==> src/riscv_isa_pkg.sv <==
/*
 * RV32I instruction encoding
 * Opcodes, instruction word layout, load kinds and field decoders
 */
package riscv_isa_pkg;

  // Data path width, RV32 only
  localparam int XLEN = 32;

  // Write-back PC after reset
  localparam logic [XLEN-1:0] PC_INIT = 'h200;

  // addi x0,x0,0
  localparam logic [31:0] INSTR_NOP = 32'h0000_0013;

  //////////////////////////////
  // Major opcodes, bits 6 to 2
  //////////////////////////////
  localparam logic [6:2] OPC_LOAD     = 5'b00_000;
  localparam logic [6:2] OPC_STORE    = 5'b01_000;
  localparam logic [6:2] OPC_BRANCH   = 5'b11_000;
  localparam logic [6:2] OPC_MISC_MEM = 5'b00_011;
  localparam logic [6:2] OPC_OP       = 5'b01_100;
  localparam logic [6:2] OPC_OP_IMM   = 5'b00_100;
  localparam logic [6:2] OPC_LUI      = 5'b01_101;
  localparam logic [6:2] OPC_STORE_FP = 5'b01_001;

  // Instruction word with pipeline bubble flag
  typedef struct packed {
    logic        bubble;
    logic [31:0] instr;
  } instruction_t;

  // Opcode with funct3, enough to tell load kinds apart
  typedef struct packed {
    logic [2:0] funct3;
    logic [6:2] opcode;
  } opcR_t;

  //////////////////////////////
  // Load kinds
  //////////////////////////////
  localparam opcR_t LB  = '{funct3: 3'b000, opcode: OPC_LOAD};
  localparam opcR_t LH  = '{funct3: 3'b001, opcode: OPC_LOAD};
  localparam opcR_t LW  = '{funct3: 3'b010, opcode: OPC_LOAD};
  localparam opcR_t LBU = '{funct3: 3'b100, opcode: OPC_LOAD};
  localparam opcR_t LHU = '{funct3: 3'b101, opcode: OPC_LOAD};

  // Opcode and funct3 of an instruction word
  function automatic opcR_t decode_opcR(input logic [31:0] instr);
    opcR_t opc;
    opc.funct3 = instr[14:12];
    opc.opcode = instr[6:2];
    return opc;
  endfunction

  // Destination register field
  function automatic logic [4:0] decode_rd(input logic [31:0] instr);
    return instr[11:7];
  endfunction

endpackage

==> src/riscv_state_pkg.sv <==
/*
 * Machine state definitions
 * Exception set, register index type and data memory map
 */
package riscv_state_pkg;

  // Register file index
  typedef logic [4:0] rsd_t;

  // Exception flags, summary bit on top
  typedef struct packed {
    logic any;
    logic store_page_fault;
    logic load_page_fault;
    logic store_access_fault;
    logic load_access_fault;
    logic misaligned_store;
    logic misaligned_load;
    logic breakpoint;
    logic illegal_instruction;
  } exceptions_t;

  //////////////////////////////
  // Data memory map
  //////////////////////////////
  localparam int DMEM_WORDS = 256;
  localparam int DMEM_AW    = $clog2(DMEM_WORDS);

  // First byte address past the RAM, start of access fault region
  localparam logic [31:0] DMEM_LIMIT      = DMEM_WORDS * 4;
  // Everything from here up is unmapped
  localparam logic [31:0] PAGE_FAULT_BASE = 32'h8000_0000;

  // Transfer sizes on the data bus
  localparam logic [1:0] SIZE_BYTE = 2'b00;
  localparam logic [1:0] SIZE_HALF = 2'b01;
  localparam logic [1:0] SIZE_WORD = 2'b10;

endpackage

==> src/dmem_if.sv <==
/*
 * Data memory bus
 * Request from the memory stage, responses from the RAM
 */
`timescale 1ns/1ns

interface dmem_if;
  import riscv_isa_pkg::*;

  // Request side
  logic            req;
  logic            we;
  logic [XLEN-1:0] adr;
  logic [1:0]      size;
  logic [XLEN-1:0] d;

  // Response side, one level per request unless held off
  logic            ack;
  logic            err;
  logic            misaligned;
  logic            page_fault;
  logic [XLEN-1:0] q;

  modport master (output req, we, adr, size, d, input ack, err, misaligned, page_fault, q);
  modport slave (input req, we, adr, size, d, output ack, err, misaligned, page_fault, q);
  // Write-back only looks at responses
  modport observer (input ack, err, misaligned, page_fault, q);
endinterface

==> src/memwb_if.sv <==
/*
 * MEM to WB pipeline register contents
 */
`timescale 1ns/1ns

interface memwb_if;
  import riscv_isa_pkg::*;
  import riscv_state_pkg::*;

  logic [XLEN-1:0] pc;
  instruction_t    insn;
  exceptions_t     exceptions;
  logic [XLEN-1:0] r;
  logic [XLEN-1:0] memadr;

  modport source (output pc, insn, exceptions, r, memadr);
  modport sink (input pc, insn, exceptions, r, memadr);
endinterface

==> src/riscv_mem.sv <==
/*
 * Memory-access stage
 * Registers the execute results and drives the data memory request
 */
`timescale 1ns/1ns

module riscv_mem (
  input  logic                           clk_i,
  input  logic                           rst_ni,
  input  logic                           stall_i,
  input  logic [riscv_isa_pkg::XLEN-1:0] ex_pc_i,
  input  riscv_isa_pkg::instruction_t    ex_insn_i,
  input  riscv_state_pkg::exceptions_t   ex_exceptions_i,
  input  logic [riscv_isa_pkg::XLEN-1:0] ex_r_i,
  input  logic [riscv_isa_pkg::XLEN-1:0] ex_memadr_i,
  input  logic [riscv_isa_pkg::XLEN-1:0] ex_memdata_i,
  dmem_if.master                         dmem,
  memwb_if.source                        mem
);
  import riscv_isa_pkg::*;
  import riscv_state_pkg::*;

  logic [XLEN-1:0] memdata;
  opcR_t           opcR;
  logic            is_load;
  logic            is_store;

  //////////////////////////////
  // Pipeline registers
  //////////////////////////////

  // Control part, comes out of reset as a bubble
  always_ff @(posedge clk_i or negedge rst_ni)
  begin
    if (!rst_ni)
    begin
      mem.pc         <= PC_INIT;
      mem.insn       <= '{bubble: 1'b1, instr: INSTR_NOP};
      mem.exceptions <= '0;
    end
    else if (!stall_i)
    begin
      mem.pc         <= ex_pc_i;
      mem.insn       <= ex_insn_i;
      mem.exceptions <= ex_exceptions_i;
    end
  end

  // Payload part
  always_ff @(posedge clk_i)
  begin
    if (!stall_i)
    begin
      mem.r      <= ex_r_i;
      mem.memadr <= ex_memadr_i;
      memdata    <= ex_memdata_i;
    end
  end

  //////////////////////////////
  // Data memory request
  //////////////////////////////
  assign opcR     = decode_opcR(mem.insn.instr);
  assign is_load  = opcR.opcode == OPC_LOAD;
  assign is_store = opcR.opcode == OPC_STORE;

  // Held until the RAM answers; stall keeps the stage frozen
  assign dmem.req = ~mem.insn.bubble & ~mem.exceptions.any & (is_load | is_store);
  assign dmem.we  = is_store;
  assign dmem.adr = mem.memadr;

  // Size from funct3, store data copied to every lane
  always_comb
  begin
    case (opcR.funct3[1:0])
      2'b00:
      begin
        dmem.size = SIZE_BYTE;
        dmem.d    = {4{memdata[7:0]}};
      end
      2'b01:
      begin
        dmem.size = SIZE_HALF;
        dmem.d    = {2{memdata[15:0]}};
      end
      default:
      begin
        dmem.size = SIZE_WORD;
        dmem.d    = memdata;
      end
    endcase
  end

endmodule

==> src/flat_wrapper.sv <==
// flat-port wrapper written by rule: the top's interface ports become plain ports
module riscv_mem_flat import riscv_isa_pkg::*; import riscv_state_pkg::*;
  (clk_i, rst_ni, stall_i, ex_pc_i, ex_insn_i, ex_exceptions_i, ex_r_i, ex_memadr_i, ex_memdata_i, dmem_req, dmem_we, dmem_adr, dmem_size, dmem_d, dmem_ack, dmem_err, dmem_misaligned, dmem_page_fault, dmem_q, mem_pc, mem_insn, mem_exceptions, mem_r, mem_memadr);
  dmem_if dmem_i ();
  memwb_if mem_i ();
  input  logic clk_i;
  input  logic rst_ni;
  input  logic stall_i;
  input  logic [riscv_isa_pkg::XLEN-1:0] ex_pc_i;
  input  riscv_isa_pkg::instruction_t ex_insn_i;
  input  riscv_state_pkg::exceptions_t ex_exceptions_i;
  input  logic [riscv_isa_pkg::XLEN-1:0] ex_r_i;
  input  logic [riscv_isa_pkg::XLEN-1:0] ex_memadr_i;
  input  logic [riscv_isa_pkg::XLEN-1:0] ex_memdata_i;
  output wire logic [$bits(dmem_i.req)-1:0] dmem_req;
  output wire logic [$bits(dmem_i.we)-1:0] dmem_we;
  output wire logic [$bits(dmem_i.adr)-1:0] dmem_adr;
  output wire logic [$bits(dmem_i.size)-1:0] dmem_size;
  output wire logic [$bits(dmem_i.d)-1:0] dmem_d;
  input wire logic [$bits(dmem_i.ack)-1:0] dmem_ack;
  input wire logic [$bits(dmem_i.err)-1:0] dmem_err;
  input wire logic [$bits(dmem_i.misaligned)-1:0] dmem_misaligned;
  input wire logic [$bits(dmem_i.page_fault)-1:0] dmem_page_fault;
  input wire logic [$bits(dmem_i.q)-1:0] dmem_q;
  output wire logic [$bits(mem_i.pc)-1:0] mem_pc;
  output wire logic [$bits(mem_i.insn)-1:0] mem_insn;
  output wire logic [$bits(mem_i.exceptions)-1:0] mem_exceptions;
  output wire logic [$bits(mem_i.r)-1:0] mem_r;
  output wire logic [$bits(mem_i.memadr)-1:0] mem_memadr;
  assign dmem_req = dmem_i.req;
  assign dmem_we = dmem_i.we;
  assign dmem_adr = dmem_i.adr;
  assign dmem_size = dmem_i.size;
  assign dmem_d = dmem_i.d;
  assign dmem_i.ack = dmem_ack;
  assign dmem_i.err = dmem_err;
  assign dmem_i.misaligned = dmem_misaligned;
  assign dmem_i.page_fault = dmem_page_fault;
  assign dmem_i.q = dmem_q;
  assign mem_pc = mem_i.pc;
  assign mem_insn = mem_i.insn;
  assign mem_exceptions = mem_i.exceptions;
  assign mem_r = mem_i.r;
  assign mem_memadr = mem_i.memadr;
  riscv_mem u_core (.clk_i(clk_i), .rst_ni(rst_ni), .stall_i(stall_i), .ex_pc_i(ex_pc_i), .ex_insn_i(ex_insn_i), .ex_exceptions_i(ex_exceptions_i), .ex_r_i(ex_r_i), .ex_memadr_i(ex_memadr_i), .ex_memdata_i(ex_memdata_i), .dmem(dmem_i), .mem(mem_i));
endmodule
==> config.mk <==
export PLATFORM = sky130hd
export DESIGN_NAME = riscv_mem_flat
export DESIGN_NICKNAME = d
export VERILOG_FILES = /design/src/riscv_isa_pkg.sv /design/src/riscv_state_pkg.sv /design/src/dmem_if.sv /design/src/memwb_if.sv /design/src/riscv_mem.sv /design/src/flat_wrapper.sv
export SDC_FILE = /design/constraint.sdc
export NUM_CORES = 1
export LEC_CHECK = 0
export BUFFER_PORTS_ARGS = -buffer_cell sky130_fd_sc_hd__buf_2
export CAP_MARGIN = 20
export CORE_AREA = 5 5 158 160
export DETAILED_ROUTE_END_ITERATION = 8
export DIE_AREA = 0 0 163 165
export GPL_TIMING_DRIVEN = 0
export SETUP_SLACK_MARGIN = 0.5
export SYNTH_ARGS = -nofsm -noshare
export SYNTH_HDL_FRONTEND = slang
export SYNTH_SLANG_ARGS = --single-unit
==> constraint.sdc <==
create_clock -name clk_i -period 1.3 [get_ports clk_i]
set_input_delay 0.195 -clock clk_i [delete_from_list [all_inputs] [get_ports clk_i]]
set_output_delay 0.195 -clock clk_i [all_outputs]
set_load 0.01 [all_outputs]
==> metrics.yaml <==
worst_setup_path:
  worstReg2RegStart: "u_core.mem.insn[12]$_DFFE_PN0N_"
  path_buf_inv: 2
  r2r_cells: 3
  crit_arrival_ns: 1.67
  end_kind: "output port"
  r2r_end: "u_core.mem.insn[12]$_DFFE_PN0N_"
  crit_fanout: 8
  endpoint: "dmem_d[9]"
  cp.required_ns: 1.11
  ff2ff_setup_slack_ns: 0.18
  path_cells: "buf_12 > nor2_8 > mux2_4 > buf_6"
  crit_type: "register to output port"
  cp-startpoint: "u_core.mem.insn[13]$_DFFE_PN0N_"
  cp-start-kind: "register"
  critPathTopFamily: "flip-flops"
  crit_path_top_delay_cell: "dfrtp_1"
  slowest_delay_ns: 0.42
  cp.depth: 4
floorplanning:
  die_h_um: 165
  core_area_um2: 23260
  boundaryPins: 415
  initial_core_util_pct: 28.19
  row_count: 56
  chipWidth_um: 163
  die-area_um2: 26900
layout:
  antenna_cells: 0
  fin_cells: 1273
  layout.nets: 1150
  stdcell_area_um2: 12600
  drive_above_1_share_pct: 63.10
  syn2layout_area_growth_pct: 92.12
clock_tree:
  ctsHoldBuffers: 164
  clockRootBuffer: "clkbuf_16"
  clock_latency_ns: 0.42
  htree_levels: 4
  cts.sinks: 170
  clockBufferDepth: 2
  clk_pin_slew_ns: 0.07
  cts-buffers-inserted: 17
  cts_tree: "built"
yosys:
  synth_top_area_cell: "edfxtp_1"
  ys_top_cells_by_area: "edfxtp_1, dfrtp_1, mux2_4"
  ys_warn_count: 0
  ys_seq_elements: 170
  syn_area_um2: 6559
  avgSynthCellArea_um2: 19.12
  syn_nets: 552
  seq_area_frac_synth_pct: 72.28
  syn_inst: 343
  synth_cell_type_count: 18
  synth_top_area_share_pct: 43.95
timing:
  finalWorstSetupSlack_ns: -0.5622
  final-setup-viol-count: 43
  worst_slew_pin_slew_ns: 0.4076
  grt_setup_unrepaired: "true"
  fmax_mhz: 537.0
  finalCritPeriodShare_pct: 143.2
  fin_skew_ns: 0
  maxSlewViolCount: 0
  fin_crit_ns: 1.862
  timing_hold_violations_final: 27
  slew_headroom_pct: 72.83
  holdWs_ns: -0.3004
placement:
  dpl_cell_area_um2: 9026
  dp_hpwl_um: 14530
  numPortBuffers: 377
  place_inst: 1042
  dp_slack_ns: -0.5585
  place_congestion: 0.7626
routing:
  route.detailed.drc: 0
  drt_wl_total_um: 23350
  avgViaCountPerCell: 4.136
  met1_length_um: 8950
  drtPass1Iterations: 6
  wire_per_inst_um: 18.34
  vias: 5265
  wl_met2_um: 12320
  topRoutingLayerUsed: "met4"
  routed-wl-met3_um: 1776
  dr.first_iter.drc_count: 221
  ant_nets: 0
power_and_ir_drop:
  cellLeakagePower_nw: 5.981
  ir_drop_v: 0.0007635
  pwr-share-seq_pct: 42.9
  power_frac_clock_pct: 34.9
  power_density_nw_per_um2: 1214
  internal_power_mw: 11.30
  p_sw_share_pct: 26.16
  power_frac_comb_pct: 22.2
  switchingPower_mw: 4.003
grt:
  antenna_found_initial: 0
  grt_pass1_vias: 5849
  grt_pass1_wl_um: 33000
  grt_max_degree: 46
  grt.overflow.total: 0
  gr-usage-all-layers_pct: 15.84
job:
  cap_violations: 0
hold_path:
  hp-class: "primary input to asynchronous set/reset pin"
run_status:
  status: "finished, violations left"
  failed_checks: "negative hold slack, negative setup slack"
## how the worst min path moves through the flow
stage / start / to / depth (start not counted)
finish: rst_ni / u_core.mem.exceptions[0]$_DFFE_PN0N_ / 1
global route: rst_ni / u_core.mem.pc[0]$_DFFE_PN0N_ / 1
CTS: rst_ni / u_core.mem.pc[0]$_DFFE_PN0N_ / 1
detailed placement: rst_ni / u_core.mem.pc[0]$_DFFE_PN0N_ / 1
global placement: ex_memadr_i[22] / u_core.dmem.adr[22]$_DFFE_PN_ / 1
floorplan: rst_ni / u_core.mem.exceptions[0]$_DFFE_PN0N_ / 0
## power groups by stage
| stage | clock (mW) | sequential (mW) | combinational, mW |
|---|---|---|---|
| 2_1_floorplan | 0 | 6.76 | 0.957 |
| 3_3_place_gp | 0 | 6.57 | 2.22 |
| 3_5_place_dp | 0 | 6.56 | 2.27 |
| 4_1_cts | 5.46 | 6.50 | 3.14 |
| 5_1_grt | 5.71 | 6.61 | 3.59 |
| 6_report | 5.34 | 6.56 | 3.40 |
## placed cells by master, fill, tap and decap left out, drive strengths merged
cell type	Yosys	final
o21ai	8	8
edfxtp	96	96
dfrtp	69	69
dlygate4sd3	0	145
nor3b	1	1
clkbuf	1	19
dfstp	5	5
clkinvlp	0	4
and2	1	1
mux2	90	90
nor2b	1	1
clkinv	0	2
nand2	8	8
mux2i	8	8
dlymetal6s4s	0	19
buf	52	466
bufinv	0	2
nor4	1	1
inv	1	8
nor2	1	1
## layer usage
metal | GRT usage [%] | vias up
met5 | 0 | -
met4 | 3.965 | 0
met3 | 4.268 | 26
met2 | 28.43 | 263
met1 | 18.89 | 2574
li1 | - | 2402
## sequential cells by signal (all words and copies together), names as in the netlist
signal                 cells
u_core.mem.pc             32
u_core.mem.r              32
u_core.dmem.adr           32
u_core.mem.insn           33
u_core.mem.exceptions      9
u_core.memdata            32
## synthesized netlist by cell type (all sizes together)
library cell  instances
nor4                  1
dfrtp                69
nor2b                 1
and2                  1
inv                   1
mux2i                 8
edfxtp               96
dfstp                 5
nor3b                 1
clkbuf                1
buf                  52
nand2                 8
o21ai                 8
mux2                 90
nor2                  1
## worst reg2reg max path, stage by stage, from the launching register on
cell	delay, ns
dfrtp_2	0.48
buf_12	0.16
buf_16	0.13
mux2_4	0.25
## through the flow
stage                     TNS, ns  total power, mW  util (%)
after floorplan            -89.51            7.713         -
after global placement    -195.14            8.786     38.50
after CTS                  -13.97            15.10     52.07
final                      -13.96            15.30     54.17
after global routing       -17.07            15.90     54.17
after detailed placement   -36.04            8.834     38.80
## area by class of cell
type	instances	area, µm²
clock inverters	14	177.7
plain buffers	53	565.5
multi-input cells	119	1488
clock buffers	18	429.2
repair buffers	578	4785
fillers	1820	10660
repair inverters	1	7.507
inverters	1	7.507
well taps	319	399.1
flip-flops and latches	170	4742
## what timing repair did
action                                  in CTS  in global routing
hold endpoints to repair                   191                 27
buffers inserted                            17                 14
endpoints found under the setup margin     304                241
cloned                                       4                  0
resized for setup                          125                 87
pin swaps                                    2                  2
## cell families (layout without fill, tap and decap cells)
logic type | count (synthesis) | after routing | synth area share, %
buffers and inverters | 54 | 665 | 6.467
flip-flops | 170 | 170 | 72.28
AND/OR/NAND/NOR | 13 | 13 | 1.164
multiplexers | 98 | 98 | 19.48
AO/OA/AOI/OAI | 8 | 8 | 0.6105
No activity file was read; power rests on OpenSTA's default activity.
