## config.mk

```make
export PLATFORM = sky130hd
export DESIGN_NAME = riscv_rf
export DESIGN_NICKNAME = d
export VERILOG_FILES = /design/src/riscv_isa_pkg.sv /design/src/riscv_state_pkg.sv /design/src/riscv_rf.sv
export SDC_FILE = /design/constraint.sdc
export NUM_CORES = 1
export LEC_CHECK = 0
export BUFFER_PORTS_ARGS = -buffer_cell sky130_fd_sc_hd__buf_2
export CAP_MARGIN = 15
export CORE_MARGIN = 4
export CORE_UTILIZATION = 32
export CTS_BUF_LIST = sky130_fd_sc_hd__clkbuf_8
export CTS_CLUSTER_SIZE = 10
export DETAILED_ROUTE_END_ITERATION = 6
export SLEW_MARGIN = 25
export SYNTH_ARGS = -nofsm -noshare
export SYNTH_HDL_FRONTEND = slang
export SYNTH_SLANG_ARGS = --single-unit
export TNS_END_PERCENT = 5
```

## constraint.sdc

```tcl
create_clock -name clk_i -period 3.2 [get_ports clk_i]
set_input_delay 0.32 -clock clk_i [delete_from_list [all_inputs] [get_ports clk_i]]
set_output_delay 0.32 -clock clk_i [all_outputs]
set_load 0.01 [all_outputs]
```

## src/riscv_isa_pkg.sv

```systemverilog
/*
 * RV32I instruction encoding
 * Opcodes, instruction word layout, load kinds and field decoders
 */
package riscv_isa_pkg;

  // Data path width, RV32 only
  localparam int XLEN = 32;

  // Write-back PC after reset
  localparam logic [XLEN-1:0] PC_INIT = 'h200;

  // addi x0,x0,0
  localparam logic [31:0] INSTR_NOP = 32'h0000_0013;

  //////////////////////////////
  // Major opcodes, bits 6 to 2
  //////////////////////////////
  localparam logic [6:2] OPC_LOAD     = 5'b00_000;
  localparam logic [6:2] OPC_STORE    = 5'b01_000;
  localparam logic [6:2] OPC_BRANCH   = 5'b11_000;
  localparam logic [6:2] OPC_MISC_MEM = 5'b00_011;
  localparam logic [6:2] OPC_OP       = 5'b01_100;
  localparam logic [6:2] OPC_OP_IMM   = 5'b00_100;
  localparam logic [6:2] OPC_LUI      = 5'b01_101;
  localparam logic [6:2] OPC_STORE_FP = 5'b01_001;

  // Instruction word with pipeline bubble flag
  typedef struct packed {
    logic        bubble;
    logic [31:0] instr;
  } instruction_t;

  // Opcode with funct3, enough to tell load kinds apart
  typedef struct packed {
    logic [2:0] funct3;
    logic [6:2] opcode;
  } opcR_t;

  //////////////////////////////
  // Load kinds
  //////////////////////////////
  localparam opcR_t LB  = '{funct3: 3'b000, opcode: OPC_LOAD};
  localparam opcR_t LH  = '{funct3: 3'b001, opcode: OPC_LOAD};
  localparam opcR_t LW  = '{funct3: 3'b010, opcode: OPC_LOAD};
  localparam opcR_t LBU = '{funct3: 3'b100, opcode: OPC_LOAD};
  localparam opcR_t LHU = '{funct3: 3'b101, opcode: OPC_LOAD};

  // Opcode and funct3 of an instruction word
  function automatic opcR_t decode_opcR(input logic [31:0] instr);
    opcR_t opc;
    opc.funct3 = instr[14:12];
    opc.opcode = instr[6:2];
    return opc;
  endfunction

  // Destination register field
  function automatic logic [4:0] decode_rd(input logic [31:0] instr);
    return instr[11:7];
  endfunction

endpackage

```

## src/riscv_state_pkg.sv

```systemverilog
/*
 * Machine state definitions
 * Exception set, register index type and data memory map
 */
package riscv_state_pkg;

  // Register file index
  typedef logic [4:0] rsd_t;

  // Exception flags, summary bit on top
  typedef struct packed {
    logic any;
    logic store_page_fault;
    logic load_page_fault;
    logic store_access_fault;
    logic load_access_fault;
    logic misaligned_store;
    logic misaligned_load;
    logic breakpoint;
    logic illegal_instruction;
  } exceptions_t;

  //////////////////////////////
  // Data memory map
  //////////////////////////////
  localparam int DMEM_WORDS = 256;
  localparam int DMEM_AW    = $clog2(DMEM_WORDS);

  // First byte address past the RAM, start of access fault region
  localparam logic [31:0] DMEM_LIMIT      = DMEM_WORDS * 4;
  // Everything from here up is unmapped
  localparam logic [31:0] PAGE_FAULT_BASE = 32'h8000_0000;

  // Transfer sizes on the data bus
  localparam logic [1:0] SIZE_BYTE = 2'b00;
  localparam logic [1:0] SIZE_HALF = 2'b01;
  localparam logic [1:0] SIZE_WORD = 2'b10;

endpackage

```

## src/riscv_rf.sv

```systemverilog
/*
 * Integer register file
 * 32 x 32 bits, x0 reads as zero, one observation read port
 */
`timescale 1ns/1ns

module riscv_rf (
  input  logic                           clk_i,
  input  logic                           rst_ni,
  input  logic                           we_i,
  input  riscv_state_pkg::rsd_t          waddr_i,
  input  logic [riscv_isa_pkg::XLEN-1:0] wdata_i,
  input  riscv_state_pkg::rsd_t          raddr_i,
  output logic [riscv_isa_pkg::XLEN-1:0] rdata_o
);
  import riscv_isa_pkg::*;

  logic [XLEN-1:0] regs [32];

  // Cleared on reset, x0 never written
  always_ff @(posedge clk_i or negedge rst_ni)
  begin
    if (!rst_ni)
    begin
      for (int i = 0; i < 32; i++)
        regs[i] <= '0;
    end
    else if (we_i && waddr_i != '0)
    begin
      regs[waddr_i] <= wdata_i;
    end
  end

  // Hardwired zero
  assign rdata_o = (raddr_i == '0) ? '0 : regs[raddr_i];

endmodule

```

==> reports/summary.txt, run 1 <==
Synth top area cells = dfrtp_1 55%, mux2_2 24%, mux4_2 11%, mux2i_1 1.4%, clkbuf_1 1.2%
Clk root buf = clkbuf_8
WL per Instance = 24.96 um
Synth Warn # = 0
Synth Area in Compound Gates = 0.02849
Final instance area = 52750 um2
Startpoint Class = flop
PwrDens = 634.0 nW/um2
Average via count per standard cell = 5.180
# DRC = 0
Worst hold path type = in2async
Clock skew = 0 ns
Most flops, register = regs
R2R depth = 1
Slowest stage cell, crit path = mux4_2
Psw = 8.638 mW
Adder-cell share of the synthesized area = 0
Final cycle utilization of the critical path = 0.9572
Antenna violations before repair = 11
1st-iter DRT viols = 1590
CP Depth = 6
Area Overhead vs Synth = 13.65%
Mapped Nets = 2994
Flop2flop setup slack = 2.42 ns
IO Count = 77
Top-area cell type share of the netlist area = 0.5521
Initial Utilization = 0.3227
Largest net degree at the start of global routing = 120
Worst EP required = 2.88 ns
Clock transition at path regs = 0.06 ns
Reg-to-Reg End = regs[638]
Buf/Inv on CP = 2
Most frequent cell after synthesis = dfrtp_1
Setup slack after layout = 0.1371 ns
Vias in the first global route = 27988
GRT Residual Overflow = 0
DRT Pass-1 Iters = 4
Post-synthesis xor/xnor area fraction = 0
Critical Path Max Stage Delay = 0.45 ns
Final TNS setup = 0 ns
Final core occ = 0.3668
Placed Instances = 4745
Comb power frac = 0.159
Post-DRT Antenna Nets = 0
Asr flop ratio synth = 1.000
Crit path DAT = 2.74 ns
Cell count after synthesis = 2949
Distinct cell type count after synthesis = 35
First-pass GRT wire length = 189800 um
Max Clk Rate = 0.3265 GHz
# rows = 139
Sequential share of the synthesized area = 0.5521
Post-CTS Setup Repair Bufs = 0
Leakage power = 23.50 nW
Commonest cells post-synth = 1024 x dfrtp_1, 994 x mux2_2, 224 x mux4_2
Total Routing Usage GR = 0.1680
H-tree lvl count = 4
Slew Viols, Final = 0
Post-Synth Simple-Gate Area = 0.01248
Yosys reg bits = 1024
Mean post-synth cell area = 15.74 um2
Clock buffer depth = 3
CTS Buf Count = 169
Reg2reg start = regs[638]
Hold WS = 0.03710 ns
Nets = 3071
Minimum clock period = 3.063 ns
Slew headroom = 0.3097
Largest family of logic cells by synthesized area = multiplexers
Int Pwr = 24.81 mW
Die Ht = 388.9 um
CP startpoint = regs[909]
Worst VDD drop = 0.3975 mV
Multiplexer share of the synthesized area = 0.3709
Endpoints failing setup = 0
Post-DP Area = 49170 um2
Sw Share = 0.2583
Ys flop type = dfrtp_1
Placed wire-length estimate = 74590 um
Largest area contributor in the netlist = dfrtp_1
Max Cap Violations = 0
GPL Wtd Cong = 0.7455
Pre-CTS setup slack = -0.1022 ns
Clock power share = 0.347
Drt total wl = 126400 um
Core ar. = 143800 um2
Kind of critical path = reg2out
CP Max Fanout = 2
Clock sink count = 1024
I/O Buffers = 76
Total chip power = 33.45 mW
Cell area after synthesis = 46420 um2
DIE AREA = 151200 um2
Status = finished clean
Share of cells above drive strength 1 = 0.5440
Delay-heaviest family, CP = compound AO/OA/AOI/OAI gates
Top flop regs = regs: 1024 flops
End point of the critical path = rdata_o[13]
Number of synthesized flops with an enable pin = 0
Fin cells = 5066
Total number of vias = 26244
CTS tree = done
Die width = 388.9 um
Sequential power share = 0.495
Worst path cell trace = mux4_2, nor2b_1, a211oi_1, a311oi_2, buf_4, buf_2
RSZ-0062 raised after global routing = no
Max reg flops = 1024
Final Hold Viols = 0
Element type at the critical path end = output port
Layout fillers = 13642
Clock Latency Late Sink = 0.88 ns
Worst-Margin Slew = 1.033 ns
-- power by group through the flow --
| stage | logic [mW] | clock network (mW) | registers [mW] |
|---|---|---|---|
| 2_1_floorplan | 4.06 | 0 | 16.3 |
| 3_3_place_gp | 5.23 | 0 | 16.7 |
| 3_5_place_dp | 5.35 | 0 | 16.7 |
| 4_1_cts | 5.38 | 11.9 | 16.5 |
| 5_1_grt | 5.78 | 12.5 | 16.8 |
| 6_report | 5.30 | 11.6 | 16.5 |
-- per-layer routing --
layer | track usage | part of all wire
met1 | 0.2225 | 0.44
met2 | 0.2816 | 0.49
met3 | 0.02993 | 0.038
met4 | 0.05228 | 0.027
met5 | 0 | 0.00030
-- kinds of logic (layout without fill, tap and decap cells) --
logic type | Yosys count | in the layout
muxes | 1312 | 1312
buffers and inverters | 323 | 532
AOI/OAI and AO/OA | 183 | 183
other | 0 | 5
DFF | 1024 | 1024
and+or+nand+nor | 107 | 107
-- cell type report --
class                           count  area (um2)  area share
Multi-Input combinational cell   1602       19290      0.3656
Sequential cell                  1024       25620      0.4857
Clock inverter                     85       425.4    0.008064
Antenna cell                        5       12.51   0.0002372
Tap cell                         1903        2381     0.04514
Inverter                            1       6.256   0.0001186
Clock buffer                      218        3000     0.05688
Timing Repair Buffer              228        2016     0.03821
-- cell usage in the layout, fill, tap and decap left out, drive strengths merged --
master and n:
dfrtp 1024, mux2 1024, mux4 224, clkbuf 218
buf 215, inv 71, mux2i 64, o21ai 55
nand2 34, nor2b 33, a22oi 32, a211oi 32
a311oi 32, a221oi 23, nor2 20, dlygate4sd3 13
o2111ai 9, clkinv 7, clkinvlp 7, diode 5
nor3b 4, nand3b 4, or2 2, nand3 2
and2b 1, nand2b 1, or4 1, and2 1
nor3 1, and3b 1, and3 1, or3b 1
bufinv 1
-- how the worst min path moves through the flow --
stage,endpoint,slack [ns],cells past startpoint
4_1_cts,regs[719],0.004,2
5_1_grt,regs[460],0.04,2
2_1_floorplan,regs[0],0.02,0
3_3_place_gp,regs[1016],0.36,0
3_5_place_dp,regs[969],0.35,1
6_report,regs[1004],0.04,2
-- timing repair --
action | 4_1_cts | 5_1_grt
pin swaps | 0 | 0
setup endpoints to repair | 1 | 1
hold buffers | 13 | 0
gates resized for setup | 1 | 1
gates cloned | 0 | 0
endpoints found under the hold margin | 826 | 0
No activity file was read; power rests on OpenSTA's default activity.
==> run 2: changes to the inputs <==
--- a/config.mk
+++ b/config.mk
@@ -12,6 +12,7 @@
 export CTS_BUF_LIST = sky130_fd_sc_hd__clkbuf_8
 export CTS_CLUSTER_SIZE = 10
 export DETAILED_ROUTE_END_ITERATION = 6
+export HOLD_SLACK_MARGIN = 0.02
 export SLEW_MARGIN = 25
 export SYNTH_ARGS = -nofsm -noshare
 export SYNTH_HDL_FRONTEND = slang
==> constraint.sdc (replaced) <==
create_clock -name clk_i -period 2.8 [get_ports clk_i]
set_input_delay 0.28 -clock clk_i [delete_from_list [all_inputs] [get_ports clk_i]]
set_output_delay 0.28 -clock clk_i [all_outputs]
set_load 0.01 [all_outputs]
==> run 2 against run 1 <==
  * The flow now finishes with violations (negative setup slack)
  * Global-route usage grew 0.15 points
  * Clock power rose by 9%
  * Core utilization is 0.56 points higher
  * Highest routed layer unchanged
==> reports/summary.txt, run 2 (same netlist as run 1, synthesis figures left out) <==
Drt total wl = 127600 um (was 126400 um)
Status = complete, but fails checks (was finished clean)
GPL Wtd Cong = 0.7388 (was 0.7455)
Kind of critical path = reg2out (unchanged)
Psw = 9.854 mW (was 8.638 mW)
Sequential power share = 0.500 (was 0.495)
Worst hold path type = in2async (unchanged)
Max Cap Violations = 0 (unchanged)
Max Clk Rate = 0.3545 GHz
Crit path DAT = 2.54 ns (was 2.74 ns)
Leakage power = 23.80 nW (was 23.50 nW)
Startpoint Class = flop (unchanged)
DIE AREA = 151200 um2 (unchanged)
Endpoints failing setup = 8 (was 0)
Comb power frac = 0.165 (was 0.159)
Commonest non-fill, non-tap cell in the layout = dfrtp_1 (unchanged)
Worst path cell trace = mux4_2, nor2b_1, a211oi_1, a311oi_1, buf_4, buf_2 (was mux4_2, nor2b_1, a211oi_1, a311oi_2, buf_4, buf_2)
Slew headroom = 0.3112 (was 0.3097)
Core ar. = 143800 um2 (unchanged)
Final Hold Viols = 0 (unchanged)
Worst VDD drop = 0.5150 mV (was 0.3975 mV)
Average via count per standard cell = 5.202 (was 5.180)
Final cycle utilization of the critical path = 1.008
Clock buffer depth = 3 (unchanged)
Nets = 3096 (was 3071)
Worst EP required = 2.52 ns (was 2.88 ns)
Worst-Margin Slew = 1.031 ns (was 1.033 ns)
Vias in the first global route = 28355 (was 27988)
Total number of vias = 26471 (was 26244)
Clock transition at path regs = 0.06 ns (about the same)
H-tree lvl count = 4 (unchanged)
Post-CTS Setup Repair Bufs = 0 (unchanged)
Clk root buf = clkbuf_8 (unchanged)
Placed wire-length estimate = 73810 um (was 74590 um)
Die width = 388.9 um (unchanged)
Clock Latency Late Sink = 0.87 ns (was 0.88 ns)
DRT Pass-1 Iters = 5 (was 4)
Most flops, register = regs (unchanged)
Max reg flops = 1024 (unchanged)
First-pass GRT wire length = 192000 um (was 189800 um)
Int Pwr = 28.04 mW (was 24.81 mW)
Die Ht = 388.9 um (unchanged)
Final instance area = 53560 um2 (was 52750 um2)
GRT Residual Overflow = 0 (unchanged)
Post-DP Area = 49560 um2 (was 49170 um2)
Largest net degree at the start of global routing = 95 (was 120)
1st-iter DRT viols = 1689 (was 1590)
Initial Utilization = 0.3227 (unchanged)
Hold WS = 0.1420 ns (was 0.03710 ns)
Failing checks = negative setup slack
Most frequent cells in the layout = 1024 x dfrtp_1, 988 x mux2_2, 224 x mux4_2 (was 1024 x dfrtp_1, 994 x mux2_2, 224 x mux4_2)
CP Max Fanout = 2 (unchanged)
Final TNS setup = -0.1091 ns (was 0 ns)
Slew Viols, Final = 0 (unchanged)
Clock power share = 0.336 (was 0.347)
R2R depth = 1 (unchanged)
# DRC = 0 (unchanged)
Element type at the critical path end = output port (unchanged)
CTS Buf Count = 165 (was 169)
PwrDens = 707.6 nW/um2 (was 634.0 nW/um2)
WL per Instance = 25.08 um (was 24.96 um)
Total Routing Usage GR = 0.1695 (was 0.1680)
IO Count = 77 (unchanged)
Final core occ = 0.3724 (was 0.3668)
CTS tree = done (unchanged)
Area Overhead vs Synth = 15.38% (was 13.65%)
Minimum clock period = 2.821 ns
I/O Buffers = 76 (unchanged)
RSZ-0062 raised after global routing = yes (was no)
Clock skew = 0 ns (unchanged)
Setup slack after layout = -0.02113 ns (was 0.1371 ns)
Sw Share = 0.2600 (was 0.2583)
Top flop regs = regs: 1024 flops (unchanged)
Share of cells above drive strength 1 = 0.5550 (was 0.5440)
Post-DRT Antenna Nets = 0 (unchanged)
# rows = 139 (unchanged)
Antenna violations before repair = 7 (was 11)
Clock sink count = 1024 (unchanged)
Reg2reg start = regs[601] (was regs[638])
CP startpoint = regs[767] (was regs[909])
Critical Path Max Stage Delay = 0.44 ns (was 0.45 ns)
Slowest stage cell, crit path = mux4_2 (unchanged)
==> run 2: changes by cell type in the layout (fill, tap and decap cells not counted), moves of 10 or more <==
cell / previous run / this run
a211oi_1: 32 / 11
a211oi_2: 0 / 19
a311oi_1: 30 / 18
a311oi_2: 2 / 12
buf_12: 34 / 58
buf_4: 105 / 91
clkbuf_8: 218 / 203
dlygate4sd3_1: 13 / 33
inv_1: 63 / 81
o21ai_1: 52 / 36
o21ai_2: 0 / 16
==> run 2: what timing repair did <==
item,CTS,global route
hold buffers,34,0
pin swaps,9,16
endpoints found under the hold margin,1903,0
endpoints found under the setup margin,31,32
gates resized for setup,44,38
==> run 2: worst max-delay path: cells and delay by family (launching register included) <==
kind                   cells  cell delay (ns)
muxes                      1             0.44
DFF                        1             0.38
AOI/OAI and AO/OA          2             0.35
buffers and inverters      2             0.35
and+or+nand+nor            1             0.14
==> run 2: final timing paths <==
kind	to	slack [ns]
max in group asynchronous	regs[828]	1.91
worst max register to register	regs[601]	2.02
min in group clk_i	regs[699]	0.27
worst max-delay path	rdata_o[31]	-0.02
worst min register to register	regs[1004]	0.37
worst min-delay path	regs[743]	0.14
==> run 2: power by group through the flow <==
| stage | Combinational [mW] | Clock, mW | Sequential [mW] |
|---|---|---|---|
| global route | 6.82 | 13.8 | 19.2 |
| global placement | 6.00 | 0 | 19.1 |
| detailed placement | 6.14 | 0 | 19.1 |
| finish | 6.25 | 12.7 | 18.9 |
| CTS | 6.28 | 13.1 | 18.9 |
| floorplan | 4.64 | 0 | 18.7 |
==> run 2: cell type report <==
cell class / instances / area (um2)
antenna: 2 / 5.005
inverter: 1 / 6.256
fill: 13480 / 90270
sequential: 1024 / 25620
clock buffer: 203 / 2794
multi-input combinational: 1602 / 19670
clock inverter: 97 / 480.5
tap: 1903 / 2381
timing repair buffer: 257 / 2592
==> run 2: layer usage <==
layer	share of wire	track usage	wire (um)
met1	0.43	0.2204	55280
met4	0.031	0.06143	4002
met5	0.00021	0	27
met2	0.50	0.2842	63480
met3	0.038	0.03108	4829
==> run 2: through the flow <==
stage	total power, mW	std cells	setup WS [ns]
4_1_cts	38.26	5089	-0.1525
3_5_place_dp	25.28	4758	-0.1552
2_1_floorplan	23.32	2949	0.8784
3_3_place_gp	25.06	4758	-0.1509
6_report	37.90	5089	-0.02113
5_1_grt	39.80	5089	-0.1365
