--- config.mk ---
export PLATFORM = sky130hd
export DESIGN_NAME = riscv_wb_flat
export DESIGN_NICKNAME = d
export VERILOG_FILES = /design/src/riscv_isa_pkg.sv /design/src/riscv_state_pkg.sv /design/src/dmem_if.sv /design/src/memwb_if.sv /design/src/riscv_wb.sv /design/src/flat_wrapper.sv
export SDC_FILE = /design/constraint.sdc
export NUM_CORES = 1
export LEC_CHECK = 0
export BUFFER_PORTS_ARGS = -buffer_cell sky130_fd_sc_hd__buf_2
export CAP_MARGIN = 5
export CORE_ASPECT_RATIO = 0.5
export CORE_UTILIZATION = 31
export CTS_CLUSTER_DIAMETER = 30
export DETAILED_ROUTE_END_ITERATION = 10
export PLACE_DENSITY = 0.69
export SYNTH_ARGS = -nofsm -noshare
export SYNTH_HDL_FRONTEND = slang
export SYNTH_SLANG_ARGS = --single-unit
--- constraint.sdc ---
create_clock -name clk_i -period 2.3 [get_ports clk_i]
set_input_delay 0.46 -clock clk_i [delete_from_list [all_inputs] [get_ports clk_i]]
set_output_delay 0.46 -clock clk_i [all_outputs]
set_load 0.01 [all_outputs]
--- src/riscv_isa_pkg.sv ---
/*
 * RV32I instruction encoding
 * Opcodes, instruction word layout, load kinds and field decoders
 */
package riscv_isa_pkg;

  // Data path width, RV32 only
  localparam int XLEN = 32;

  // Write-back PC after reset
  localparam logic [XLEN-1:0] PC_INIT = 'h200;

  // addi x0,x0,0
  localparam logic [31:0] INSTR_NOP = 32'h0000_0013;

  //////////////////////////////
  // Major opcodes, bits 6 to 2
  //////////////////////////////
  localparam logic [6:2] OPC_LOAD     = 5'b00_000;
  localparam logic [6:2] OPC_STORE    = 5'b01_000;
  localparam logic [6:2] OPC_BRANCH   = 5'b11_000;
  localparam logic [6:2] OPC_MISC_MEM = 5'b00_011;
  localparam logic [6:2] OPC_OP       = 5'b01_100;
  localparam logic [6:2] OPC_OP_IMM   = 5'b00_100;
  localparam logic [6:2] OPC_LUI      = 5'b01_101;
  localparam logic [6:2] OPC_STORE_FP = 5'b01_001;

  // Instruction word with pipeline bubble flag
  typedef struct packed {
    logic        bubble;
    logic [31:0] instr;
  } instruction_t;

  // Opcode with funct3, enough to tell load kinds apart
  typedef struct packed {
    logic [2:0] funct3;
    logic [6:2] opcode;
  } opcR_t;

  //////////////////////////////
  // Load kinds
  //////////////////////////////
  localparam opcR_t LB  = '{funct3: 3'b000, opcode: OPC_LOAD};
  localparam opcR_t LH  = '{funct3: 3'b001, opcode: OPC_LOAD};
  localparam opcR_t LW  = '{funct3: 3'b010, opcode: OPC_LOAD};
  localparam opcR_t LBU = '{funct3: 3'b100, opcode: OPC_LOAD};
  localparam opcR_t LHU = '{funct3: 3'b101, opcode: OPC_LOAD};

  // Opcode and funct3 of an instruction word
  function automatic opcR_t decode_opcR(input logic [31:0] instr);
    opcR_t opc;
    opc.funct3 = instr[14:12];
    opc.opcode = instr[6:2];
    return opc;
  endfunction

  // Destination register field
  function automatic logic [4:0] decode_rd(input logic [31:0] instr);
    return instr[11:7];
  endfunction

endpackage

--- src/riscv_state_pkg.sv ---
/*
 * Machine state definitions
 * Exception set, register index type and data memory map
 */
package riscv_state_pkg;

  // Register file index
  typedef logic [4:0] rsd_t;

  // Exception flags, summary bit on top
  typedef struct packed {
    logic any;
    logic store_page_fault;
    logic load_page_fault;
    logic store_access_fault;
    logic load_access_fault;
    logic misaligned_store;
    logic misaligned_load;
    logic breakpoint;
    logic illegal_instruction;
  } exceptions_t;

  //////////////////////////////
  // Data memory map
  //////////////////////////////
  localparam int DMEM_WORDS = 256;
  localparam int DMEM_AW    = $clog2(DMEM_WORDS);

  // First byte address past the RAM, start of access fault region
  localparam logic [31:0] DMEM_LIMIT      = DMEM_WORDS * 4;
  // Everything from here up is unmapped
  localparam logic [31:0] PAGE_FAULT_BASE = 32'h8000_0000;

  // Transfer sizes on the data bus
  localparam logic [1:0] SIZE_BYTE = 2'b00;
  localparam logic [1:0] SIZE_HALF = 2'b01;
  localparam logic [1:0] SIZE_WORD = 2'b10;

endpackage

--- src/dmem_if.sv ---
/*
 * Data memory bus
 * Request from the memory stage, responses from the RAM
 */
`timescale 1ns/1ns

interface dmem_if;
  import riscv_isa_pkg::*;

  // Request side
  logic            req;
  logic            we;
  logic [XLEN-1:0] adr;
  logic [1:0]      size;
  logic [XLEN-1:0] d;

  // Response side, one level per request unless held off
  logic            ack;
  logic            err;
  logic            misaligned;
  logic            page_fault;
  logic [XLEN-1:0] q;

  modport master (output req, we, adr, size, d, input ack, err, misaligned, page_fault, q);
  modport slave (input req, we, adr, size, d, output ack, err, misaligned, page_fault, q);
  // Write-back only looks at responses
  modport observer (input ack, err, misaligned, page_fault, q);
endinterface

--- src/memwb_if.sv ---
/*
 * MEM to WB pipeline register contents
 */
`timescale 1ns/1ns

interface memwb_if;
  import riscv_isa_pkg::*;
  import riscv_state_pkg::*;

  logic [XLEN-1:0] pc;
  instruction_t    insn;
  exceptions_t     exceptions;
  logic [XLEN-1:0] r;
  logic [XLEN-1:0] memadr;

  modport source (output pc, insn, exceptions, r, memadr);
  modport sink (input pc, insn, exceptions, r, memadr);
endinterface

--- src/riscv_wb.sv ---
/*
 * Write-back stage
 * Merges memory faults, extends load data, drives the register file write
 */
`timescale 1ns/1ns

module riscv_wb (
  input  logic                           clk_i,
  input  logic                           rst_ni,
  output logic                           stall_o,
  memwb_if.sink                          mem,
  dmem_if.observer                       dmem,
  output logic [riscv_isa_pkg::XLEN-1:0] wb_pc_o,
  output riscv_isa_pkg::instruction_t    wb_insn_o,
  output riscv_state_pkg::exceptions_t   wb_exceptions_o,
  output logic [riscv_isa_pkg::XLEN-1:0] wb_badaddr_o,
  output riscv_state_pkg::rsd_t          wb_dst_o,
  output logic [riscv_isa_pkg::XLEN-1:0] wb_r_o,
  output logic                           wb_we_o
);
  import riscv_isa_pkg::*;
  import riscv_state_pkg::*;

  opcR_t           opcR;
  rsd_t            dst;
  logic            live;
  logic            is_load;
  logic            is_store;
  logic            squash;
  logic            dmem_rsp;
  exceptions_t     exceptions;
  exceptions_t     exc_next;
  logic [XLEN-1:0] badaddr;
  logic [XLEN-1:0] q_shift;
  logic [XLEN-1:0] memq;
  logic            we_next;

  assign opcR     = decode_opcR(mem.insn.instr);
  assign dst      = decode_rd(mem.insn.instr);
  assign live     = ~mem.insn.bubble;
  assign is_load  = opcR.opcode == OPC_LOAD;
  assign is_store = opcR.opcode == OPC_STORE;

  // Instruction right behind a fault gets dropped
  assign squash = wb_exceptions_o.any;

  //////////////////////////////
  // Stall while memory is busy
  //////////////////////////////
  assign dmem_rsp = dmem.ack | dmem.err | dmem.misaligned | dmem.page_fault;
  assign stall_o  = live & ~mem.exceptions.any & (is_load | is_store) & ~dmem_rsp;

  // Fold memory faults into incoming set
  always_comb
  begin
    exceptions = mem.exceptions;
    if (live && is_load)
    begin
      exceptions.misaligned_load   |= dmem.misaligned;
      exceptions.load_access_fault |= dmem.err;
      exceptions.load_page_fault   |= dmem.page_fault;
    end
    if (live && is_store)
    begin
      exceptions.misaligned_store   |= dmem.misaligned;
      exceptions.store_access_fault |= dmem.err;
      exceptions.store_page_fault   |= dmem.page_fault;
    end
    exceptions.any = |exceptions[$bits(exceptions_t)-2:0];
  end

  // Bubbles and squashed slots report nothing
  assign exc_next = (squash || !live) ? '0 : exceptions;

  // Faulting address, or the instruction itself when illegal
  always_comb
  begin
    if (exc_next.misaligned_load   || exc_next.misaligned_store   ||
        exc_next.load_access_fault || exc_next.store_access_fault ||
        exc_next.load_page_fault   || exc_next.store_page_fault   ||
        exc_next.breakpoint)
      badaddr = mem.memadr;
    else if (exc_next.illegal_instruction)
      badaddr = mem.insn.instr;
    else
      badaddr = '0;
  end

  //////////////////////////////
  // Load data alignment
  //////////////////////////////
  assign q_shift = dmem.q >> {mem.memadr[1:0], 3'b000};

  always_comb
  begin
    case (opcR)
      LB:      memq = {{XLEN-8{q_shift[7]}}, q_shift[7:0]};
      LH:      memq = {{XLEN-16{q_shift[15]}}, q_shift[15:0]};
      LW:      memq = dmem.q;
      LBU:     memq = {{XLEN-8{1'b0}}, q_shift[7:0]};
      LHU:     memq = {{XLEN-16{1'b0}}, q_shift[15:0]};
      default: memq = dmem.q;
    endcase
  end

  // Write enable for the register file
  always_comb
  begin
    case (opcR.opcode)
      OPC_STORE, OPC_STORE_FP, OPC_BRANCH, OPC_MISC_MEM: we_next = 1'b0;
      default:                                          we_next = live & |dst;
    endcase
    // No write for faults, squashed slots, or while waiting
    if (exceptions.any || squash || stall_o)
      we_next = 1'b0;
  end

  //////////////////////////////
  // WB registers
  //////////////////////////////
  always_ff @(posedge clk_i or negedge rst_ni)
  begin
    if (!rst_ni)
    begin
      wb_pc_o         <= PC_INIT;
      wb_insn_o       <= '{bubble: 1'b1, instr: INSTR_NOP};
      wb_exceptions_o <= '0;
      wb_badaddr_o    <= '0;
    end
    else if (!stall_o)
    begin
      wb_pc_o          <= mem.pc;
      wb_insn_o.instr  <= mem.insn.instr;
      wb_insn_o.bubble <= mem.insn.bubble | squash;
      wb_exceptions_o  <= exc_next;
      wb_badaddr_o     <= badaddr;
    end
  end

  always_ff @(posedge clk_i or negedge rst_ni)
  begin
    if (!rst_ni)
      wb_we_o <= 1'b0;
    else
      wb_we_o <= we_next;
  end

  // Destination and result
  always_ff @(posedge clk_i)
  begin
    if (!stall_o)
    begin
      wb_dst_o <= dst;
      wb_r_o   <= is_load ? memq : mem.r;
    end
  end

endmodule

--- src/flat_wrapper.sv ---
// flat-port wrapper written by rule: the top's interface ports become plain ports
module riscv_wb_flat import riscv_isa_pkg::*; import riscv_state_pkg::*;
  (clk_i, rst_ni, stall_o, wb_pc_o, wb_insn_o, wb_exceptions_o, wb_badaddr_o, wb_dst_o, wb_r_o, wb_we_o, mem_pc, mem_insn, mem_exceptions, mem_r, mem_memadr, dmem_ack, dmem_err, dmem_misaligned, dmem_page_fault, dmem_q);
  memwb_if mem_i ();
  dmem_if dmem_i ();
  input  logic clk_i;
  input  logic rst_ni;
  output logic stall_o;
  output logic [riscv_isa_pkg::XLEN-1:0] wb_pc_o;
  output riscv_isa_pkg::instruction_t wb_insn_o;
  output riscv_state_pkg::exceptions_t wb_exceptions_o;
  output logic [riscv_isa_pkg::XLEN-1:0] wb_badaddr_o;
  output riscv_state_pkg::rsd_t wb_dst_o;
  output logic [riscv_isa_pkg::XLEN-1:0] wb_r_o;
  output logic wb_we_o;
  input wire logic [$bits(mem_i.pc)-1:0] mem_pc;
  input wire logic [$bits(mem_i.insn)-1:0] mem_insn;
  input wire logic [$bits(mem_i.exceptions)-1:0] mem_exceptions;
  input wire logic [$bits(mem_i.r)-1:0] mem_r;
  input wire logic [$bits(mem_i.memadr)-1:0] mem_memadr;
  input wire logic [$bits(dmem_i.ack)-1:0] dmem_ack;
  input wire logic [$bits(dmem_i.err)-1:0] dmem_err;
  input wire logic [$bits(dmem_i.misaligned)-1:0] dmem_misaligned;
  input wire logic [$bits(dmem_i.page_fault)-1:0] dmem_page_fault;
  input wire logic [$bits(dmem_i.q)-1:0] dmem_q;
  assign mem_i.pc = mem_pc;
  assign mem_i.insn = mem_insn;
  assign mem_i.exceptions = mem_exceptions;
  assign mem_i.r = mem_r;
  assign mem_i.memadr = mem_memadr;
  assign dmem_i.ack = dmem_ack;
  assign dmem_i.err = dmem_err;
  assign dmem_i.misaligned = dmem_misaligned;
  assign dmem_i.page_fault = dmem_page_fault;
  assign dmem_i.q = dmem_q;
  riscv_wb u_core (.clk_i(clk_i), .rst_ni(rst_ni), .stall_o(stall_o), .mem(mem_i), .dmem(dmem_i), .wb_pc_o(wb_pc_o), .wb_insn_o(wb_insn_o), .wb_exceptions_o(wb_exceptions_o), .wb_badaddr_o(wb_badaddr_o), .wb_dst_o(wb_dst_o), .wb_r_o(wb_r_o), .wb_we_o(wb_we_o));
endmodule
==> impl_metrics.tcl <==
set metrics [dict create \
    clockPowerShare_pct 44.2 \
    wl_per_cell_um 16.6 \
    insertion_delay_ns 0.42 \
    finalClockSkew_ns 0.00421 \
    final_cell_mix "buf_2, nand2_1, dfrtp_1" \
    period_share_pct 96.6 \
    synth_ff_type "dfrtp_1" \
    timing_hold_violations_final 0 \
    post_synth_inst_count 694 \
    dieArea_mm2 0.0219 \
    timing.hold.ws_ns 0.225 \
    worstSetupEndpointType "output pin" \
    r2r_end "u_core.wb_badaddr_o[25]" \
    cp-start-kind "input port" \
    ys_ff_latch 144 \
    synth_edf_count 37 \
    portBuffers 320 \
    report.final.setup_viol 0 \
    grt_usage_pct 20.3 \
    die_x_um 208 \
    ctsHtreeMaxLevel 4 \
    core_area_mm2 0.0207 \
    cap_violations 0 \
    crit_arrival_ns 1.76 \
    dpl_cell_area_mm2 0.00872 \
    die_height_um 105 \
    syn_nets 870 \
    area_growth_pct 42.1 \
    leakage_nw 4.62 \
    hold_path_end "u_core.wb_pc_o[7]" \
    cts_buffers 17 \
    clk_pin_slew_ns 0.06 \
    nets 1196 \
    hold-path-cell-count 3 \
    crit_top_cell "buf_2" \
    syn_area_mm2 0.00658 \
    avgViaCountPerCell 4.94 \
    worst_pin_slew_ns 0.728 \
    drive_above_1_share_pct 40.1 \
    routed_wirelength_mm 21.7 \
    path_cells "buf_2, or4_4, or3_4, inv_4, buf_2" \
    ant_nets 0 \
    hpwl_mm 16.0 \
    cts_tree "built" \
    fin_crit_ns 2.22 \
    status "finished clean" \
    antenna_found_initial 2 \
    p_switching_mw 1.59 \
    fin_area_mm2 0.00935 \
    max_stage_delay_ns 0.57 \
    power_mw 6.48 \
    pwr-share-seq_pct 43.8 \
    reg2reg_depth 5 \
    gp_congestion 0.892 \
    synth-async-reset-ratio_pct 74.3 \
    drc_errors 0 \
    dr_total_vias 6462 \
    num_io_pins 321 \
    min-delay-start "mem_pc[7]" \
    grt_pass1_wl_mm 34.6 \
    dr.pass1.iters 5 \
    maxSlewHeadroom_pct 51.1 \
    dr.first_iter.drc_count 465 \
    root_buffer "clkbuf_16" \
    syn_area_per_cell_um2 9.48 \
    slowest_stage "or4_4" \
    post-cts-setup-buffers 0 \
    grt_max_degree 45 \
    clock-sinks 144 \
    critPathBufInv 3 \
    worstSetupPathType "input port to output pin" \
    p_int_mw 4.89 \
    share_comb_of_total_power_pct 12.0 \
    grt_pass1_vias 6455 \
    ys_seq_area_share_pct 57.7 \
    critical-path-top-delay-family "simple AND/OR/NAND/NOR gates" \
    netSwitchingFraction_pct 24.5 \
    worstPathRequired_ns 1.84 \
    rsz0062_at_grt "false" \
    ys_warn_count 0 \
    synth_cell_types 42 \
    rows 37 \
    overflow 0 \
    final_common_cell "buf_2" \
    rrSetupSlack_ns 0.61 \
    path_max_fanout 6 \
    hp-class "input port to flip-flop" \
    maxSlewViolCount 0 \
    regToRegStartpoint "u_core.squash" \
    power.density_mw_per_mm2 693 \
    start_util_pct 31.8 \
    clockBufferDepth 2 \
    vdd_drop_max_mv 0.400 \
    max_freq_mhz 450 \
]
==> kinds of logic (layout without fill, tap and decap cells) <==
kind of cell / after synthesis / count (layout) / synth area share, %
buf+inv: 52 / 391 / 3.42
mux: 12 / 12 / 1.83
other cells: 0 / 2 / 0
flops: 144 / 144 / 57.7
compound gates: 159 / 159 / 16.2
simple gates: 327 / 327 / 20.9
==> worst max-delay path by stage <==
stage	startpoint	end	depth (start not counted)
final	mem_insn[6]	stall_o	5
after global routing	mem_insn[6]	stall_o	5
after CTS	mem_insn[6]	stall_o	5
after detailed placement	mem_insn[6]	u_core.wb_badaddr_o[3]	7
after global placement	mem_insn[6]	u_core.wb_badaddr_o[2]	7
after floorplan	mem_insn[6]	u_core.wb_dst_o[0]	4
==> power by group through the flow <==
stage	clock (mW)	sequential (mW)	combinational, mW
finish	2.86	2.84	0.775
global route	3.03	2.85	0.852
CTS	2.92	2.84	0.783
detailed placement	0	2.88	0.778
global placement	0	2.88	0.766
floorplan	0	2.95	0.233
==> cell usage after synthesis, types with 9 or more instances <==
| master | number | area, um^2 |
|---|---|---|
| nand2_1 | 237 | 890 |
| clkbuf_1 | 36 | 135 |
| nor2_1 | 44 | 165 |
| a32oi_1 | 28 | 245 |
| o21ai_0 | 60 | 300 |
| dfrtp_1 | 102 | 2550 |
| edfxtp_1 | 37 | 1110 |
| a211oi_1 | 9 | 67.6 |
| nor3b_1 | 9 | 67.6 |
| a21oi_1 | 28 | 140 |
| o22ai_2 | 10 | 125 |
| buf_2 | 9 | 45.0 |
| mux2i_1 | 12 | 120 |
==> per-layer routing <==
metal,global-route usage (%),part of all wire (%),vias up
li1,-,-,3058
met1,24.0,41,3110
met2,34.6,50,255
met3,5.95,7.0,37
met4,8.10,2.5,2
met5,0,0.060,-
==> final cells by class <==
class,instances,area [um^2]
Clock inverter,8,97.6
Tap cell,273,342
Sequential cell,144,3790
Multi-Input combinational cell,498,2600
Fill cell,1986,11300
Inverter,2,10.0
Timing Repair Buffer,357,1980
Antenna cell,2,5.00
Clock buffer,24,514
==> state kept, by name (all words and copies together), names as in the netlist <==
| register | count |
|---|---|
| u_core.squash | 1 |
| u_core.wb_insn_o | 33 |
| u_core.wb_exceptions_o | 8 |
| u_core.wb_pc_o | 32 |
| u_core.wb_dst_o | 5 |
| u_core.wb_we_o | 1 |
| u_core.wb_badaddr_o | 32 |
| u_core.wb_r_o | 32 |
==> stage by stage <==
stage / setup TNS (ns) / util, % / setup WS (ns) / cells
2_1_floorplan: 0 / - / 0.0198 / 694
3_3_place_gp: -0.0135 / 42.1 / -0.00556 / 1273
3_5_place_dp: -0.225 / 42.1 / -0.0619 / 1273
4_1_cts: 0 / 45.1 / 0.0110 / 1306
5_1_grt: 0 / 45.2 / 0.0397 / 1307
6_report: 0 / 45.2 / 0.0781 / 1308
==> tightest hold or removal path: stages <==
cell     delay, ns
buf_2         0.07
nand2_1       0.04
nand2_1       0.05
==> what timing repair did <==
action | CTS | global route
hold buffers | 1 | 0
endpoints found under the hold margin | 26 | 0
setup endpoints to repair | 0 | 1
gates resized for setup | 0 | 1
No activity file was read; power rests on OpenSTA's default activity.
